==> src/hdl/memPkg.sv <==
package memPkg;

    // 4K x 16 data memory built from eight equal banks
    localparam int WordWidth  = 16;
    localparam int AddrWidth  = 12;
    localparam int BankCount  = 8;
    localparam int BankBits   = 3;                  // Upper address bits
    localparam int OffsetBits = 9;                  // Lower address bits
    localparam int BankDepth  = 1 << OffsetBits;    // 512 words

    // One memory word
    typedef logic [WordWidth-1:0] dataWord;

    // Full word address as seen at the port
    typedef logic [AddrWidth-1:0] memAddr;

    // Bank number and the word inside it
    typedef logic [BankBits-1:0] bankIndex;
    typedef logic [OffsetBits-1:0] bankOffset;

    // One bit per bank for strobes and valid flags
    typedef logic [BankCount-1:0] bankMask;

endpackage
==> src/hdl/readCollector.sv <==
`timescale 1ns/1ps

module readCollector
    import memPkg::*;
(
    input  logic                           clk,
    input  logic                           rst,
    input  logic [BankCount*WordWidth-1:0] rdWords,
    input  bankMask                        rdValids,
    output dataWord                        rdata
);

    dataWord selWord;
    logic    anyValid;

    // Pick the word of the bank that answered
    always_comb begin
        selWord  = '0;
        anyValid = 1'b0;
        for (int b = 0; b < BankCount; b++) begin
            if (rdValids[b]) begin
                selWord  = rdWords[b*WordWidth +: WordWidth];
                anyValid = 1'b1;
            end
        end
    end

    // Hold the last read word at the port
    always_ff @(posedge clk) begin
        if (rst) begin
            rdata <= '0;
        end else if (anyValid) begin
            rdata <= selWord;
        end
    end

endmodule

==> config.mk <==
export PLATFORM = sky130hd
export DESIGN_NAME = readCollector
export DESIGN_NICKNAME = d
export VERILOG_FILES = /design/src/hdl/memPkg.sv /design/src/hdl/readCollector.sv
export SDC_FILE = /design/constraint.sdc
export NUM_CORES = 1
export LEC_CHECK = 0
export BUFFER_PORTS_ARGS = -buffer_cell sky130_fd_sc_hd__buf_2
export CORE_AREA = 2 2 72 74
export DETAILED_ROUTE_END_ITERATION = 8
export DIE_AREA = 0 0 74 76
export PLACE_DENSITY = 0.8
export SYNTH_ARGS = -nofsm -noshare
export SYNTH_HDL_FRONTEND = slang
export SYNTH_SLANG_ARGS = --single-unit
==> constraint.sdc <==
create_clock -name clk -period 1.6 [get_ports clk]
set_input_delay 0.08 -clock clk [delete_from_list [all_inputs] [get_ports clk]]
set_output_delay 0.08 -clock clk [all_outputs]
set_load 0.01 [all_outputs]
==> impl_metrics.csv <==
group,metric,value,unit
finish,diodes,0,
timing,tightest_slew,0.546,ns
pwr,pwr-share-comb,0.414,
synthesis,synth_cells,225,
grt,grt_usage,0.231,
finish,area_growth,49.2,%
timing,final-hold-violation-count,0,
floorplan,die_h,76,um
clock_network,clockBufferDepth,2,
synthesis,seq_area_frac_synth,0.173,
pwr,p_int,0.000948,W
synthesis,synth_area,1860,um^2
setup_path,cp.arrival,1.44,ns
clock_network,cts_buffers,3,
finish,largest_reg_flops,16,
setup_path,worstPathRequired,1.73,ns
pwr,peakVddDrop,0.301,mV
finish,fillers,468,
placement,place_congestion,0.856,
synthesis,synth_top_family_by_area,"compound AO/OA/AOI/OAI gates",
grt,grt.overflow.total,0,
timing,setup_tns,0,ns
placement,port_buffers,153,
grt,antenna_found_initial,0,
synthesis,synthSimpleGateAreaFrac,0.161,
setup_path,end_kind,"flop",
floorplan,core-area,4910,um^2
placement,placed_area,2710,um^2
pwr,p_leak,1.32,nW
setup_path,reg2reg_depth,3,
clock_network,clk_latency,0.24,ns
floorplan,die_area,5620,um^2
synthesis,ys_ff_latch,16,
clock_network,cts_resized,0,
clock_network,cts_num_sinks,16,
grt,grt_start_max_net_pins,33,
floorplan,ios,154,
detailed_routing,drt_iter0_markers,150,
synthesis,synth_mux_area_frac,0,
timing,holdWs,0.156,ns
setup_path,crit_path_top_delay_cell,"nor2b_2",
synthesis,synthArstFlopShare,0,
timing,clock.fmax,763,MHz
worst_hold_path,holdCritPathClass,"primary input to flop",
pwr,power_frac_seq,0.329,
timing,slew_headroom,0.634,
detailed_routing,first_pass_iters,5,
placement,place_hpwl,5440,um
run,maxCapViolCount,0,
timing,finalSetupViolations,0,
floorplan,initial_utilization,0.378,
pwr,power.density,505,nW/um^2
synthesis,yosysWarnings,0,
timing,maxSlewViolCount,0,
finish,final_cell_mix,"buf_2, a21oi_1, inv_1",
timing,rsz0062_at_grt,"false",
synthesis,synth_compound_area_frac,0.552,
detailed_routing,antenna_left,0,
clock_network,htree_levels,1,
clock_network,clk_pin_slew,0.07,ns
worst_hold_path,min_delay_path_depth,3,
setup_path,slowest_delay,0.47,ns
finish,stdcell_area,2770,um^2
timing,fin_crit_sh,0.819,
detailed_routing,drc,0,
setup_path,cp.depth,5,
synthesis,yosysUniqueCellTypes,33,
clock_network,cts_hold_buf,0,
finish,final_nets,511,
setup_path,worst_setup_path_start_kind,"primary input",
setup_path,worstPathCellList,"buf_2 -> nor2b_2 -> a221o_1 -> a221oi_1 -> o41ai_1",
detailed_routing,viasPerCell,5.60,
timing,fin_crit,1.31,ns
grt,first_global_vias,2276,
setup_path,path_max_fanout,14,
clock_network,root_buffer,"clkbuf_8",
floorplan,die_w,74,um
synthesis,ys.flop_type,"dfxtp_1",
pwr,p_sw_frac,0.322,
synthesis,avgSynthCellArea,8.25,um^2
pwr,pwr-share-clk,0.257,
finish,reg_top3,"rdata x16",
grt,grt_pass1_wl,10600,um
finish,largest-register,"rdata",
finish,layout-drive-gt1-share,0.527,
setup_path,cp_top_family,"compound AO/OA/AOI/OAI gates",
clock_network,cts_tree,"yes",
detailed_routing,finalWirelength,6710,um
pwr,power_switching,0.000450,W
setup_path,crit_buf_inv,1,
detailed_routing,num_vias,2475,
setup_path,path_class,"primary input to flop",
outcome,status,"finished clean",
synthesis,synth_edf_count,0,
detailed_routing,wl_per_cell,15.2,um
timing,skew,0,ns
clock_network,cts_setup_buffers,0,
synthesis,synthAdderAreaFrac,0,
finish,final_common_cell,"buf_2",
synthesis,synthesis.nets,363,
synthesis,synth-xor-area-share,0,
floorplan,std_cell_rows,26,
-- cell families after synthesis --
logic type | Yosys count
compound gates | 115
buf+inv | 49
flops | 16
simple gates | 45
-- power by group through the flow --
| stage | sequential (W) | combinational [W] | clock (W) |
|---|---|---|---|
| floorplan | 0.000483 | 0.000279 | 0 |
| global placement | 0.000467 | 0.000563 | 0 |
| detailed placement | 0.000469 | 0.000576 | 0 |
| CTS | 0.000460 | 0.000578 | 0.000370 |
| global route | 0.000466 | 0.000629 | 0.000390 |
| finish | 0.000461 | 0.000578 | 0.000359 |
-- path summary, 6_finish.rpt --
path                               start  slack (ns)                     end
setup / recovery             rdValids[1]        0.29   rdata[6]$_SDFFE_PP0P_
hold / removal               rdWords[94]        0.16  rdata[14]$_SDFFE_PP0P_
setup reg to reg   rdata[0]$_SDFFE_PP0P_        0.59   rdata[0]$_SDFFE_PP0P_
hold reg to reg   rdata[14]$_SDFFE_PP0P_        0.51  rdata[14]$_SDFFE_PP0P_
-- Yosys cell counts (3+ instances only) --
| library cell | count | area share |
|---|---|---|
| a21oi_1 | 25 | 0.067 |
| a221o_1 | 20 | 0.11 |
| a221oi_1 | 15 | 0.071 |
| a221oi_2 | 10 | 0.081 |
| buf_2 | 7 | 0.019 |
| clkbuf_1 | 15 | 0.030 |
| dfxtp_1 | 16 | 0.17 |
| inv_1 | 23 | 0.047 |
| nand2_1 | 3 | 0.0061 |
| nand4b_1 | 6 | 0.028 |
| nor2_1 | 9 | 0.018 |
| nor2b_1 | 18 | 0.061 |
| o21bai_1 | 9 | 0.036 |
| o221ai_1 | 9 | 0.042 |
| o22ai_1 | 7 | 0.024 |
| o32ai_2 | 9 | 0.079 |
| o41ai_1 | 6 | 0.028 |
-- through the flow --
stage,setup slack (ns),std cells,total power (W),util
final,0.290,442,0.00140,0.563
after CTS,0.317,442,0.00141,0.563
after floorplan,0.343,225,0.000761,-
after global routing,0.168,442,0.00148,0.563
after global placement,0.130,438,0.00103,0.552
after detailed placement,0.0431,438,0.00104,0.552
-- per-layer routing --
| layer | global-route usage | vias up | routed length [um] |
|---|---|---|---|
| met5 | 0 | - | 0 |
| met2 | 0.383 | 115 | 3190 |
| met3 | 0.0291 | 14 | 432 |
| li1 | - | 1204 | - |
| met1 | 0.320 | 1142 | 3010 |
| met4 | 0.0436 | 0 | 86 |
-- layout make-up --
type                       count  area [um^2]  share of cell area
clock buffer                   4         55.1              0.0199
inverter                      24         90.1              0.0325
multi-input combinational    160         1320               0.478
sequential                    16          320               0.116
tap                           70         87.6              0.0316
timing repair buffer         168          891               0.322
-- worst register-to-register path: cells and delay by family (launching register included) --
family             cells  cell delay [ns]
AOI/OAI and AO/OA      2             0.42
DFF                    1             0.37
and+or+nand+nor        1             0.12
(Power assumes the default switching activity.)
