## src/hdl/portPkg.sv

```systemverilog
package portPkg;

    // Four-phase port sequencing
    typedef enum logic [1:0] {
        Idle,       // Waiting for req
        Strobe,     // Bank strobe on the wires
        Settle,     // Collector captures read word
        Ack         // ack high until req drops
    } portState;

    // Edges from the first req sample to ack high
    localparam int AccessLatency = 3;

endpackage

```

## src/hdl/memPkg.sv

```systemverilog
package memPkg;

    // 4K x 16 data memory built from eight equal banks
    localparam int WordWidth  = 16;
    localparam int AddrWidth  = 12;
    localparam int BankCount  = 8;
    localparam int BankBits   = 3;                  // Upper address bits
    localparam int OffsetBits = 9;                  // Lower address bits
    localparam int BankDepth  = 1 << OffsetBits;    // 512 words

    // One memory word
    typedef logic [WordWidth-1:0] dataWord;

    // Full word address as seen at the port
    typedef logic [AddrWidth-1:0] memAddr;

    // Bank number and the word inside it
    typedef logic [BankBits-1:0] bankIndex;
    typedef logic [OffsetBits-1:0] bankOffset;

    // One bit per bank for strobes and valid flags
    typedef logic [BankCount-1:0] bankMask;

endpackage
```

## src/hdl/accessDecoder.sv

```systemverilog
`timescale 1ns/1ps

module accessDecoder
    import memPkg::*, portPkg::*;
(
    input  logic      clk,
    input  logic      rst,
    input  logic      req,
    input  logic      we,
    input  memAddr    addr,
    input  dataWord   wdata,
    output logic      ack,
    output bankMask   load,
    output bankMask   read,
    output bankOffset offset,
    output dataWord   bankWdata
);

    portState  state;

    bankIndex  reqBank;
    bankOffset reqOffset;
    bankMask   bankSel;

    // Split the port address into bank and word
    assign reqBank   = addr[AddrWidth-1 -: BankBits];
    assign reqOffset = addr[OffsetBits-1:0];
    assign bankSel   = bankMask'(1) << reqBank;

    // Port state machine
    always_ff @(posedge clk) begin
        if (rst) begin
            state <= Idle;
            ack   <= 1'b0;
            load  <= '0;
            read  <= '0;
        end else begin
            case (state)
                Idle: begin
                    if (req) begin
                        if (we) begin
                            load <= bankSel;
                        end else begin
                            read <= bankSel;
                        end
                        state <= Strobe;
                    end
                end

                Strobe: begin
                    load  <= '0;        // Strobes last one cycle
                    read  <= '0;
                    state <= Settle;
                end

                Settle: begin
                    ack   <= 1'b1;
                    state <= Ack;
                end

                Ack: begin
                    // Hold ack while the requester keeps req high
                    if (!req) begin
                        ack   <= 1'b0;
                        state <= Idle;
                    end
                end

                default: begin
                    state <= Idle;
                end
            endcase
        end
    end

    // Payload taken with the request, no reset needed
    always_ff @(posedge clk) begin
        if (state == Idle && req) begin
            offset    <= reqOffset;
            bankWdata <= wdata;
        end
    end

endmodule

```

## config.mk

```make
export PLATFORM = sky130hd
export DESIGN_NAME = accessDecoder
export DESIGN_NICKNAME = d
export VERILOG_FILES = /design/src/hdl/portPkg.sv /design/src/hdl/memPkg.sv /design/src/hdl/accessDecoder.sv
export SDC_FILE = /design/constraint.sdc
export NUM_CORES = 1
export LEC_CHECK = 0
export ABC_AREA = 1
export ABC_CLOCK_PERIOD_IN_PS = 3150
export CAP_MARGIN = 20
export CELL_PAD_IN_SITES_DETAIL_PLACEMENT = 0
export CELL_PAD_IN_SITES_GLOBAL_PLACEMENT = 1
export CORE_UTILIZATION = 51
export CTS_BUF_LIST = sky130_fd_sc_hd__clkbuf_4
export CTS_CLUSTER_DIAMETER = 80
export CTS_CLUSTER_SIZE = 20
export DETAILED_ROUTE_END_ITERATION = 6
export DONT_BUFFER_PORTS = 1
export GPL_TIMING_DRIVEN = 0
export PLACE_DENSITY_LB_ADDON = 0.05
export SLEW_MARGIN = 30
export SYNTH_ARGS = -nofsm -noshare
export SYNTH_HDL_FRONTEND = slang
export SYNTH_SLANG_ARGS = --single-unit
```

## constraint.sdc

```tcl
create_clock -name clk -period 3.15 [get_ports clk]
set_input_delay 0.63 -clock clk [delete_from_list [all_inputs] [get_ports clk]]
set_output_delay 0.63 -clock clk [all_outputs]
set_load 0.01 [all_outputs]
```

==> flow_summary.toml <==
[floorplan]
die_w_um = 61.1
placeableCoreArea_mm2 = 0.00334
ios = 74
rows = 21
die_y_um = 61.1
start_util_pct = 53.5
dieArea_mm2 = 0.00374

[critical_path]
cp.required_ps = 3110
cp-start-kind = "flop"
crit_path_max_fanout = 25
startpoint = "state[0]"
cp-end-kind = "flop"
critical_path_class = "reg -> reg"
cpMostUsedCell = "inv_1"
path_cells = "inv_1 -> ha_1 -> nand2_1 -> inv_1"
rr_worst_depth = 4
max_stage_delay_ps = 620
crit_arrival_ps = 1750
rr_startpoint = "state[0]"
slowest_stage = "inv_1"

[timing]
hold_viol = 0
setup-tns-final_ps = 0
post-route-period-util_pct = 56.9
timing.fmax_mhz = 558
drv_slew = 0
rsz0062_at_grt = "false"
setup_violations = 0
slew_headroom_pct = 42.7
fin_worst_skew_ps = 6.46
hold_slack_ps = 383
fin_ws_ps = 1360
worstMarginPinSlew_ps = 858
fin_crit_ps = 1790

[placed_design]
port_buffers = 0
place_ws_ps = 1350
routabilityCongestion = 0.802
post_dp_cell_area_mm2 = 0.00184
dp_hpwl_um = 2140

[drt]
vias = 1131
drcViolationCount = 0
avgViaCountPerCell = 4.69
wl_um = 2820
drtPass1Iterations = 4
detail_route.wl_per_cell_um = 11.7
ant_nets = 0
drt-initial-drc-count = 57

[clock_tree]
cts_num_sinks = 44
insertion_delay_ps = 330
clk_path_buf_depth = 2
clockRootBuffer = "clkbuf_4"
cts_tree = "done"
cts_resized = 0
postCtsSetupRepairBufs = 0
htree_num_levels = 2
cts_buffers = 5
hold_buffers = 0
clk_pin_slew_ps = 120

[global_routing]
grt_max_degree = 26
grtUsageTotal_pct = 15.7
grt-busiest-layer = "met2"
grt_pass1_vias = 966
grt_use_met3_pct = 7.14
grt_pass1_wl_um = 4200
use_met2_pct = 24.8
antenna_found_initial = 0
overflow = 0
use_met1_pct = 18.5

[cells_and_area]
antennaDiodeCount = 0
area_growth_pct = 7.71
n_fill_cell = 304
drive_gt1_share_pct = 8.72
stdcell_area_mm2 = 0.00192
nets = 233

[synth]
ys_seq_area_share_pct = 63.4
ys_warn_count = 0
netlist_instances = 187
synth-edff-count = 25
syn_area_mm2 = 0.00178
ys_top_cells_by_area = "edfxtp_1 42%, dfxtp_1 21%, nand2_1 9.7%, nor2_1 8.2%, inv_1 5.7%"
synth_flop_cell = "edfxtp_1"
synth_top_area_share_pct = 42.1
synth.distinct_cells = 17
syn_avg_cell_area_um2 = 9.54
synthArstFlopShare_pct = 0
synth_commonest_cells = "46 x nand2_1, 39 x nor2_1, 27 x inv_1"
synth_top_area_cell = "edfxtp_1"
ys_ff_latch = 44
synthesis.nets = 226
yosysMostFrequentCell = "nand2_1"

[run_status]
status = "finished clean"

[power_and_ir_drop]
peakVddDrop_mv = 0.363
power.density_mw_per_mm2 = 1020
p_leak_nw = 0.892

[worst_hold_path]
hp-start = "wdata[11]"
hold_depth = 0
worstHoldPathType = "in -> reg"

[flow_run]
max_cap_viol_count = 0
path summary, 6_finish.rpt:
check,slack (ps),endpoint
setup / recovery,1360,bankWdata[1]
hold / removal,380,bankWdata[11]
setup reg to reg,1360,bankWdata[1]
hold reg to reg,530,ack
per-layer routing:
layer  share of wire [%]  vias up
li1                    -      589
met1                  42      483
met2                  47       57
met3                  10        2
met4                0.78        0
met5                   0        -
critical path: cells and delay by family, from the launching register on:
family                   cells  cell delay, ps
buffers and inverters        2             740
flip-flops                   1             380
AND/OR/NAND/NOR              1              70
adder cells (fa/ha/maj)      1             220
placed cells by master, fill, tap and decap left out, types with 2 or more instances in the layout:
| cell type | count |
|---|---|
| inv_1 | 27 |
| ha_1 | 7 |
| dfxtp_1 | 19 |
| clkbuf_4 | 6 |
| edfxtp_1 | 25 |
| a21oi_1 | 5 |
| o21ai_0 | 3 |
| nand2_1 | 46 |
| nand2_2 | 2 |
| nand3_1 | 5 |
| buf_2 | 3 |
| nor2_1 | 39 |
state kept, by name, indices dropped and copies added (netlist names):
signal / count
state: 2
load: 8
offset: 9
bankWdata: 16
read: 8
ack: 1
power by group:
group          internal, W  total (W)  switching [W]
Sequential        0.000828    0.00102       0.000188
Clock             0.000175   0.000335       0.000160
Combinational     0.000218   0.000615       0.000397
final cells by class:
| type | count | area, um2 | share of cell area [%] |
|---|---|---|---|
| clock inverters | 2 | 35.0 | 1.82 |
| clock buffers | 6 | 45.0 | 2.34 |
| multi-input cells | 110 | 518 | 27.0 |
| well taps | 46 | 57.6 | 2.99 |
| plain buffers | 4 | 26.3 | 1.37 |
| inverters | 29 | 109 | 5.66 |
| flip-flops and latches | 44 | 1130 | 58.9 |
stage by stage:
step | cells | utilization, % | power [W]
finish | 241 | 57.6 | 0.00197
floorplan | 187 | - | 0.00153
detailed placement | 233 | 55.2 | 0.00166
global placement | 233 | 55.2 | 0.00164
global route | 241 | 57.6 | 0.00214
CTS | 241 | 57.6 | 0.00200
logic make-up after synthesis:
group	Yosys count	share of synthesized area, %
flops	44	63.4
compound gates	8	2.24
buf+inv	33	7.57
simple gates	95	21.9
fa+ha+maj	7	4.91
(Power assumes the default switching activity.)
